--- config.mk ---
export PLATFORM = sky130hd
export DESIGN_NAME = nx_node
export DESIGN_NICKNAME = d
export VERILOG_FILES = /design/src/design/nx_msg_pkg.sv /design/src/design/nx_instr_pkg.sv /design/src/design/nx_msg_decoder.sv /design/src/design/nx_node_store.sv /design/src/design/nx_node_core.sv /design/src/design/nx_node.sv
export VERILOG_INCLUDE_DIRS = /design/src /design/src/design
export SDC_FILE = /design/constraint.sdc
export NUM_CORES = 1
export LEC_CHECK = 0
export ABC_AREA = 1
export BUFFER_PORTS_ARGS = -buffer_cell sky130_fd_sc_hd__buf_2
export CORE_ASPECT_RATIO = 1.4
export CORE_MARGIN = 5
export CORE_UTILIZATION = 55
export CTS_CLUSTER_DIAMETER = 30
export DETAILED_ROUTE_END_ITERATION = 16
export HOLD_SLACK_MARGIN = 0.15
export PLACE_DENSITY = 0.72
export SLEW_MARGIN = 20
export SYNTH_ARGS = -nofsm -noshare
export SYNTH_HDL_FRONTEND = slang
export SYNTH_HIERARCHICAL = 1
export SYNTH_SLANG_ARGS = --single-unit
export TNS_END_PERCENT = 5
--- constraint.sdc ---
create_clock -name clk_i -period 3.6 [get_ports clk_i]
set_clock_uncertainty 0.1 [all_clocks]
set_input_delay 0.36 -clock clk_i [delete_from_list [all_inputs] [get_ports clk_i]]
set_output_delay 0.36 -clock clk_i [all_outputs]
set_load 0.1 [all_outputs]
--- src/design/nx_consts.svh ---
// Width and depth constants for the logic node
// Shared by the RTL and the testbench, include wherever a width is needed

`ifndef NX_CONSTS_SVH
`define NX_CONSTS_SVH

// ------------------------------
// Message stream
// ------------------------------

`define NX_STREAM_WIDTH 32
`define NX_ROW_WIDTH    4
`define NX_COL_WIDTH    4

// ------------------------------
// Instruction store
// ------------------------------

`define NX_INSTR_WIDTH  15
`define NX_MAX_INSTRS   16
// One bit wider than the address so a full store can be counted
`define NX_COUNT_WIDTH  5

// ------------------------------
// Logic state
// ------------------------------

`define NX_INPUTS       8
`define NX_OUTPUTS      8
`define NX_REGISTERS    8

`endif

--- src/design/nx_msg_pkg.sv ---
// Message types for the inbound stream of the node
// Both views of a message word share the command and address fields
// at the top of the word, only the payload differs

`include "nx_consts.svh"

package nx_msg_pkg;

    // Command in bits 31:30
    typedef enum logic [1:0] {
        NX_CMD_LOAD   = 2'd0,
        NX_CMD_SIGNAL = 2'd1,
        NX_CMD_CLEAR  = 2'd2,
        NX_CMD_RSVD   = 2'd3
    } nx_command_t;

    // Load instruction view
    typedef struct packed {
        nx_command_t                command;
        logic [`NX_ROW_WIDTH-1:0]   row;
        logic [`NX_COL_WIDTH-1:0]   col;
        logic [`NX_STREAM_WIDTH-`NX_ROW_WIDTH-`NX_COL_WIDTH-`NX_INSTR_WIDTH-3:0] padding;
        logic [`NX_INSTR_WIDTH-1:0] instr;
    } nx_msg_load_t;

    // Signal state view, index in 3:1 and state in bit 0
    typedef struct packed {
        nx_command_t                    command;
        logic [`NX_ROW_WIDTH-1:0]       row;
        logic [`NX_COL_WIDTH-1:0]       col;
        logic [`NX_STREAM_WIDTH-`NX_ROW_WIDTH-`NX_COL_WIDTH-$clog2(`NX_INPUTS)-4:0] padding;
        logic [$clog2(`NX_INPUTS)-1:0]  index;
        logic                           state;
    } nx_msg_signal_t;

    // One word, decoded either way
    typedef union packed {
        nx_msg_load_t   load;
        nx_msg_signal_t signal;
    } nx_msg_t;

endpackage : nx_msg_pkg

--- src/design/nx_instr_pkg.sv ---
// Instruction types for the node core
// An instruction combines two operands with a boolean op and writes the
// result to a working register, and to an output when flagged

`include "nx_consts.svh"

package nx_instr_pkg;

    // Boolean operations
    typedef enum logic [2:0] {
        NX_OP_AND   = 3'd0,
        NX_OP_OR    = 3'd1,
        NX_OP_XOR   = 3'd2,
        NX_OP_NAND  = 3'd3,
        NX_OP_NOR   = 3'd4,
        NX_OP_XNOR  = 3'd5,
        NX_OP_NOT_A = 3'd6,
        NX_OP_MOV_A = 3'd7
    } nx_opcode_t;

    // Sources use the top bit to pick a register over an input
    typedef struct packed {
        nx_opcode_t                        opcode;
        logic [$clog2(`NX_REGISTERS):0]    src_a;
        logic [$clog2(`NX_REGISTERS):0]    src_b;
        logic [$clog2(`NX_REGISTERS)-1:0]  target;
        logic                              is_output;
    } nx_instr_t;

endpackage : nx_instr_pkg

--- src/design/nx_msg_decoder.sv ---
// Inbound message decoder for the node
// Accepts one word per cycle while the core is idle, drops anything not
// addressed to this node, and turns the rest into one-cycle strobes for
// the instruction store and the core

`timescale 1ns/1ps

`include "nx_consts.svh"

module nx_msg_decoder (
      input  logic                          clk_i
    , input  logic                          rst_n_i
    // Inbound stream
    , input  logic [`NX_STREAM_WIDTH-1:0]   msg_data_i
    , input  logic                          msg_valid_i
    , output logic                          msg_ready_o
    // Own address
    , input  logic [`NX_ROW_WIDTH-1:0]      node_row_i
    , input  logic [`NX_COL_WIDTH-1:0]      node_col_i
    , input  logic                          core_idle_i
    // Store strobes
    , output nx_instr_pkg::nx_instr_t       instr_data_o
    , output logic                          instr_valid_o
    , output logic                          clear_valid_o
    // Input signal update
    , output logic [$clog2(`NX_INPUTS)-1:0] signal_index_o
    , output logic                          signal_state_o
    , output logic                          signal_valid_o
    , output logic                          pending_o
);

    import nx_msg_pkg::*;
    import nx_instr_pkg::*;

    nx_msg_t                       msg;
    logic                          accept;
    logic                          match;
    nx_instr_t                     instr_q;
    logic                          instr_valid_q;
    logic                          clear_valid_q;
    logic                          signal_valid_q;
    logic [$clog2(`NX_INPUTS)-1:0] signal_index_q;
    logic                          signal_state_q;

    // Back-pressure only while a program runs
    assign msg_ready_o = core_idle_i;
    assign accept      = msg_valid_i && msg_ready_o;

    // Address fields sit at the same bits in both views
    assign msg   = msg_data_i;
    assign match = (msg.load.row == node_row_i) && (msg.load.col == node_col_i);

    // ------------------------------
    // Strobes
    // ------------------------------

    always_ff @(posedge clk_i) begin
        if (!rst_n_i) begin
            instr_valid_q  <= 1'b0;
            clear_valid_q  <= 1'b0;
            signal_valid_q <= 1'b0;
        end else begin
            // Reserved commands fall through all three
            instr_valid_q  <= accept && match && (msg.load.command == NX_CMD_LOAD);
            signal_valid_q <= accept && match && (msg.load.command == NX_CMD_SIGNAL);
            clear_valid_q  <= accept && match && (msg.load.command == NX_CMD_CLEAR);
        end
    end

    // Payload, only meaningful alongside a strobe
    always_ff @(posedge clk_i) begin
        if (accept) begin
            instr_q        <= nx_instr_t'(msg.load.instr);
            signal_index_q <= msg.signal.index;
            signal_state_q <= msg.signal.state;
        end
    end

    assign instr_data_o   = instr_q;
    assign instr_valid_o  = instr_valid_q;
    assign clear_valid_o  = clear_valid_q;
    assign signal_index_o = signal_index_q;
    assign signal_state_o = signal_state_q;
    assign signal_valid_o = signal_valid_q;

    // Something still to land in store or core
    assign pending_o = instr_valid_q || clear_valid_q || signal_valid_q;

endmodule : nx_msg_decoder

--- src/design/nx_node_store.sv ---
// Instruction store for the node
// Loads append at the populated count, a clear only rewinds the count.
// The core reads through a synchronous port, data one cycle after the read

`timescale 1ns/1ps

`include "nx_consts.svh"

module nx_node_store (
      input  logic                               clk_i
    , input  logic                               rst_n_i
    // Load side
    , input  nx_instr_pkg::nx_instr_t            store_data_i
    , input  logic                               store_valid_i
    , input  logic                               clear_i
    // Fetch side
    , input  logic [$clog2(`NX_MAX_INSTRS)-1:0]  fetch_addr_i
    , input  logic                               fetch_rd_i
    , output logic [`NX_COUNT_WIDTH-1:0]         instr_count_o
    , output nx_instr_pkg::nx_instr_t            fetch_data_o
);

    import nx_instr_pkg::*;

    nx_instr_t                  mem [`NX_MAX_INSTRS];
    nx_instr_t                  fetch_q;
    logic [`NX_COUNT_WIDTH-1:0] count_q;
    logic                       full;
    logic                       write;

    assign full  = (count_q == `NX_COUNT_WIDTH'(`NX_MAX_INSTRS));
    // Loads past the end are dropped
    assign write = store_valid_i && !full && !clear_i;

    // Populated count
    always_ff @(posedge clk_i) begin
        if (!rst_n_i) begin
            count_q <= '0;
        end else if (clear_i) begin
            count_q <= '0;
        end else if (write) begin
            count_q <= count_q + 1'b1;
        end
    end

    // ------------------------------
    // Memory
    // ------------------------------

    always_ff @(posedge clk_i) begin
        if (write) begin
            mem[count_q[$clog2(`NX_MAX_INSTRS)-1:0]] <= store_data_i;
        end
    end

    // Registered read
    always_ff @(posedge clk_i) begin
        if (fetch_rd_i) begin
            fetch_q <= mem[fetch_addr_i];
        end
    end

    assign instr_count_o = count_q;
    assign fetch_data_o  = fetch_q;

endmodule : nx_node_store

--- src/design/nx_node_core.sv ---
// Execution core of the node
// Holds inputs, working registers and outputs, all kept across runs.
// A trigger walks the stored program once, with one fetch and one retire
// in flight per cycle, so results of one instruction reach the next

`timescale 1ns/1ps

`include "nx_consts.svh"

module nx_node_core (
      input  logic                               clk_i
    , input  logic                               rst_n_i
    // Execution control
    , input  logic                               trigger_i
    , input  logic [`NX_COUNT_WIDTH-1:0]         populated_i
    , output logic                               idle_o
    // Input signal update
    , input  logic [$clog2(`NX_INPUTS)-1:0]      signal_index_i
    , input  logic                               signal_state_i
    , input  logic                               signal_valid_i
    // Simulated logic outputs
    , output logic [`NX_OUTPUTS-1:0]             outputs_o
    // Instruction fetch
    , output logic [$clog2(`NX_MAX_INSTRS)-1:0]  instr_addr_o
    , output logic                               instr_rd_o
    , input  nx_instr_pkg::nx_instr_t            instr_data_i
);

    import nx_instr_pkg::*;

    logic                       busy_q;
    logic                       retire_q;
    logic [`NX_COUNT_WIDTH-1:0] pc_q;
    logic                       start;
    logic [`NX_INPUTS-1:0]      inputs_q;
    logic [`NX_REGISTERS-1:0]   regs_q;
    logic [`NX_OUTPUTS-1:0]     outputs_q;
    logic                       opnd_a;
    logic                       opnd_b;
    logic                       result;

    // Top bit picks the register file
    function automatic logic select_operand(
        input logic [$clog2(`NX_REGISTERS):0] src,
        input logic [`NX_INPUTS-1:0]          inputs,
        input logic [`NX_REGISTERS-1:0]       regs
    );
        logic [$clog2(`NX_REGISTERS)-1:0] idx;
        idx = src[$clog2(`NX_REGISTERS)-1:0];
        return src[$clog2(`NX_REGISTERS)] ? regs[idx] : inputs[idx];
    endfunction

    // ------------------------------
    // Sequencing
    // ------------------------------

    // Empty store or busy core ignores the trigger
    assign start        = !busy_q && trigger_i && (populated_i != '0);
    assign instr_rd_o   = busy_q && (pc_q < populated_i);
    assign instr_addr_o = pc_q[$clog2(`NX_MAX_INSTRS)-1:0];
    assign idle_o       = !busy_q;

    always_ff @(posedge clk_i) begin
        if (!rst_n_i) begin
            busy_q   <= 1'b0;
            retire_q <= 1'b0;
            pc_q     <= '0;
        end else if (start) begin
            busy_q <= 1'b1;
            pc_q   <= '0;
        end else if (busy_q) begin
            // Stays busy for the final retire, then drops
            busy_q   <= instr_rd_o;
            retire_q <= instr_rd_o;
            if (instr_rd_o) begin
                pc_q <= pc_q + 1'b1;
            end
        end
    end

    // ------------------------------
    // Execute
    // ------------------------------

    always_comb begin
        opnd_a = select_operand(instr_data_i.src_a, inputs_q, regs_q);
        opnd_b = select_operand(instr_data_i.src_b, inputs_q, regs_q);
        result = 1'b0;
        case (instr_data_i.opcode)
            NX_OP_AND:   result = opnd_a & opnd_b;
            NX_OP_OR:    result = opnd_a | opnd_b;
            NX_OP_XOR:   result = opnd_a ^ opnd_b;
            NX_OP_NAND:  result = !(opnd_a & opnd_b);
            NX_OP_NOR:   result = !(opnd_a | opnd_b);
            NX_OP_XNOR:  result = !(opnd_a ^ opnd_b);
            NX_OP_NOT_A: result = !opnd_a;
            NX_OP_MOV_A: result = opnd_a;
        endcase
    end

    // Logic state, persists between runs
    always_ff @(posedge clk_i) begin
        if (!rst_n_i) begin
            inputs_q  <= '0;
            regs_q    <= '0;
            outputs_q <= '0;
        end else begin
            if (signal_valid_i) begin
                inputs_q[signal_index_i] <= signal_state_i;
            end
            if (retire_q) begin
                regs_q[instr_data_i.target] <= result;
                // Flagged results also drive the matching output
                if (instr_data_i.is_output) begin
                    outputs_q[instr_data_i.target] <= result;
                end
            end
        end
    end

    assign outputs_o = outputs_q;

endmodule : nx_node_core

--- src/design/nx_node.sv ---
// Top level of a single logic node
// Messages on the inbound stream load the program and set inputs, a
// trigger runs the program, and idle rises again when the run is done

`timescale 1ns/1ps

`include "nx_consts.svh"

module nx_node (
      input  logic                          clk_i
    , input  logic                          rst_n_i
    // Inbound message stream
    , input  logic [`NX_STREAM_WIDTH-1:0]   msg_data_i
    , input  logic                          msg_valid_i
    , output logic                          msg_ready_o
    // Node position in the grid
    , input  logic [`NX_ROW_WIDTH-1:0]      node_row_i
    , input  logic [`NX_COL_WIDTH-1:0]      node_col_i
    // Execution
    , input  logic                          trigger_i
    , output logic [`NX_OUTPUTS-1:0]        outputs_o
    , output logic                          idle_o
);

    import nx_instr_pkg::*;

    nx_instr_t                           instr_data;
    logic                                instr_valid;
    logic                                clear_valid;
    logic [$clog2(`NX_INPUTS)-1:0]       signal_index;
    logic                                signal_state;
    logic                                signal_valid;
    logic                                dcd_pending;
    logic [`NX_COUNT_WIDTH-1:0]          instr_count;
    nx_instr_t                           fetch_data;
    logic [$clog2(`NX_MAX_INSTRS)-1:0]   fetch_addr;
    logic                                fetch_rd;
    logic                                core_idle;
    logic                                idle_q;

    // ------------------------------
    // Idle
    // ------------------------------

    always_ff @(posedge clk_i) begin
        if (!rst_n_i) begin
            idle_q <= 1'b0;
        end else begin
            idle_q <= core_idle && !dcd_pending;
        end
    end

    assign idle_o = idle_q;

    // ------------------------------
    // Blocks
    // ------------------------------

    nx_msg_decoder i_decoder (
          .clk_i         (clk_i       )
        , .rst_n_i       (rst_n_i     )
        , .msg_data_i    (msg_data_i  )
        , .msg_valid_i   (msg_valid_i )
        , .msg_ready_o   (msg_ready_o )
        , .node_row_i    (node_row_i  )
        , .node_col_i    (node_col_i  )
        , .core_idle_i   (core_idle   )
        , .instr_data_o  (instr_data  )
        , .instr_valid_o (instr_valid )
        , .clear_valid_o (clear_valid )
        , .signal_index_o(signal_index)
        , .signal_state_o(signal_state)
        , .signal_valid_o(signal_valid)
        , .pending_o     (dcd_pending )
    );

    nx_node_store i_store (
          .clk_i        (clk_i      )
        , .rst_n_i      (rst_n_i    )
        , .store_data_i (instr_data )
        , .store_valid_i(instr_valid)
        , .clear_i      (clear_valid)
        , .fetch_addr_i (fetch_addr )
        , .fetch_rd_i   (fetch_rd   )
        , .instr_count_o(instr_count)
        , .fetch_data_o (fetch_data )
    );

    nx_node_core i_core (
          .clk_i         (clk_i       )
        , .rst_n_i       (rst_n_i     )
        , .trigger_i     (trigger_i   )
        , .populated_i   (instr_count )
        , .idle_o        (core_idle   )
        , .signal_index_i(signal_index)
        , .signal_state_i(signal_state)
        , .signal_valid_i(signal_valid)
        , .outputs_o     (outputs_o   )
        , .instr_addr_o  (fetch_addr  )
        , .instr_rd_o    (fetch_rd    )
        , .instr_data_i  (fetch_data  )
    );

endmodule : nx_node

==> summary.md <==
| Metric | Value |
|---|---|
| Unique masters post-synth | 27 |
| Synthesized area | 0.01378 mm2 |
| Grt met3 use | under 10% |
| DR WL/cell | 17.39 um |
| Mapped Nets | about 1500 |
| Core Area | ~0.025 mm2 |
| WP data required | 3.96 ns |
| DR iter-0 viols | between 800 and 900 |
| Placed instance area | approximately 0.014 mm2 |
| Syn_area_per_cell | 9.693 um2 |
| Share of cells above drive strength 1 | approximately an eighth |
| Root Driver | clkbuf_16 |
| Post-route cell area | approximately 0.016 mm2 |
| Gpl congestion | 0.8803 |
| Total CTS buffers | 46 |
| CP arrival | between 3 and 4 ns |
| Drt drc | 0 |
| Chip width | between 100 and 150 um |
| CTS tree | done |
| Synth top area share | 58.82% |
| Worst rel slew slack | between 40% and 50% |
| Row count | 68 |
| Drt total wl | ~32000 um |
| Initial Util | 55.86% |
| Grt met2 use | between 40% and 50% |
| Grt met1 use | between 20% and 30% |
| Die area | around 0.028 mm2 |
| Post-CTS sizing | 0 |
| Post-DP HPWL | 19380 um |
| Area delta synth->final | 17.90% |
| Post-synthesis async set-or-reset flop share | 0% |
| Top FF cell, synth | edfxtp_1 |
| Critical path capture point type | flop |
| Worst-path fanout max | 3 |
| Max-slew violation count | 0 |
| Power per standard cell area | 539.5 mW/mm2 |
| RSZ-0062 raised after global routing | false |
| GRT Resource Usage Total | between 20% and 30% |
| Largest net degree at the start of global routing | 114 |
| Detailed Routing Iterations Pass 1 | 6 |
| Worst slew pin tran | between 0.8 and 0.9 ns |
| Post-CTS Setup Bufs | 0 |
| CP startpoint kind | input pin |
| Hold Fails Final Rpt | 0 |
| Seq/Total Area, Yosys | roughly 65% |
| WS Path Type | in -> reg |
| Worst min path class | in -> reg |
| Largest cells by area after synthesis | edfxtp_1 (59%), nand2_1 (11%), nand3_1 (7.9%) |
| Reg clk slew, reported paths | around 0.050 ns |
| IO Port Bufs | 46 |
| Htree depth | 2 |
| Synth Register Bits | between 300 and 400 |
| Vias in the first global route | 9671 |
| Post-layout min period | approximately 2.9 ns |
| Maximum clock rate | approximately 350 MHz |
| Post-synth EDFFs | between 200 and 300 |
| Vias per inst | between 5 and 6 |
| Congestion Overflow GR | 0 |
| CTS Sinks | 310 |
| Max-cap violations | 0 |
| Leading area contributor after synthesis | edfxtp_1 |
| I/O pin cnt | 54 |
| Synth Instances | between 1000 and 1500 |
| Vias after detailed routing | approximately 9900 |
| Syn. warnings | 6 |
| # diodes | 0 |
| Final setup TNS | 0 ns |
| Fin nets | ~1600 |
| Endpoints failing setup | 0 |
| First-pass GRT wire length | ~51000 um |
| Hold-fix buffers, CTS | 25 |
| Status | completed |
| Deepest clock path buffer count | 3 |
| Clock latency on the worst-skew pair | approximately 0.54 ns |
| Initial antenna violation count | 0 |
| Final ANT Viol Nets | 0 |
| Max VDD drop | 0.0005974 V |
| Fin crit share | roughly four fifths |
| Gr busiest metal | met2 |
| Die Y | between 150 and 200 um |
| LEAKAGE | just under 7 nW |
==> logic make-up (layout without fill, tap and decap cells) <==
kind of cell | count (synthesis) | after routing | synth area share (%)
xor+xnor | 3 | 3 | 0.1907
flops | 310 | 310 | 64.63
fa+ha+maj | 11 | 11 | 0.9985
simple gates | 688 | 688 | 21.26
buf+inv | 328 | 448 | 9.595
compound gates | 82 | 82 | 3.322
==> worst max-delay path: stages <==
cell	delay (ns)
dlygate4sd3_1	0.55
buf_2	0.13
xnor2_1	0.11
dlygate4sd3_1	0.60
nand3_1	0.13
dlygate4sd3_1	0.59
nor3_1	0.17
dlygate4sd3_1	0.56
==> report_power, final <==
part | switching, mW | total, mW | internal [mW]
Sequential | 0.0446 | 3.96 | 3.91
Combinational | 0.0428 | 0.0827 | 0.0399
Clock | 1.65 | 4.73 | 3.08
==> synthesized netlist by cell type, drive strengths merged, types with 3 or more instances <==
master / number
nand2: 390
edfxtp: 270
inv: 263
nand3: 222
nor2: 58
buf: 48
a21oi: 41
dfxtp: 40
o21ai: 38
clkbuf: 15
nor3: 14
ha: 11
xnor2: 3
==> cell type report <==
type	count	area (um2)
repair buffers	98	708.2
well taps	315	394.1
clock buffers	49	1184
multi-input cells	784	3555
fillers	1848	8423
clock inverters	36	500.5
flip-flops and latches	310	8914
inverters	265	996.0
==> cell usage in the layout (no fill, tap or decap), types with 5 or more instances in the layout <==
| cell | netlist | routed |
|---|---|---|
| dlygate4sd3_1 | 0 | 25 |
| buf_4 | 10 | 25 |
| clkinv_2 | 0 | 7 |
| a21oi_1 | 31 | 31 |
| nor2_1 | 54 | 53 |
| buf_2 | 31 | 46 |
| nor3_1 | 14 | 14 |
| nand3_1 | 218 | 218 |
| clkinv_4 | 0 | 6 |
| dfxtp_1 | 40 | 38 |
| nor2_2 | 4 | 5 |
| inv_1 | 261 | 261 |
| bufinv_16 | 0 | 9 |
| ha_1 | 11 | 11 |
| o21ai_0 | 38 | 38 |
| a21oi_2 | 10 | 10 |
| nand2_1 | 387 | 387 |
| clkbuf_16 | 0 | 47 |
| edfxtp_1 | 270 | 270 |
==> stage by stage <==
stage               std cells  hold slack (ns)  setup slack, ns  power [mW]  utilization (%)
floorplan                1422           0.3496            1.228       4.044                -
global placement         1747           0.3635           0.9821       4.088            58.02
detailed placement       1747           0.3676           0.9211       4.091            58.02
CTS                      1857           0.1780           0.8746       8.818            65.86
global route             1857           0.2011           0.6035       8.995            65.86
finish                   1857           0.1879           0.7453       8.767            65.86
==> worst paths after layout <==
check                                  to  cells after the start  slack (ns)               startpoint
setup / recovery  i_decoder/instr_valid_o                      8        0.75           msg_data_i[25]
hold / removal                     idle_o                      3        0.19                  rst_n_i
setup reg to reg      i_core/outputs_o[4]                     15        0.93  i_store/fetch_data_o[4]
hold reg to reg        i_core/inputs_q[5]                      2        0.38       i_core/inputs_q[5]
==> sequential cells by signal, indices dropped and copies added (netlist names), 3 cells and up <==
name / flops
i_store/instr_count_o: 5
i_store/mem: 240
i_core/regs_q: 8
i_decoder/instr_data_o: 12
i_store/fetch_data_o: 15
i_decoder/signal_index_o: 3
i_core/inputs_q: 8
i_core/pc_q: 5
i_core/outputs_o: 8
==> routing by layer <==
layer,vias up,wire length [um]
met5,-,0
met4,0,1223
met3,84,2010
met2,354,16840
met1,4676,12220
li1,4765,-
(Power assumes the default switching activity.)
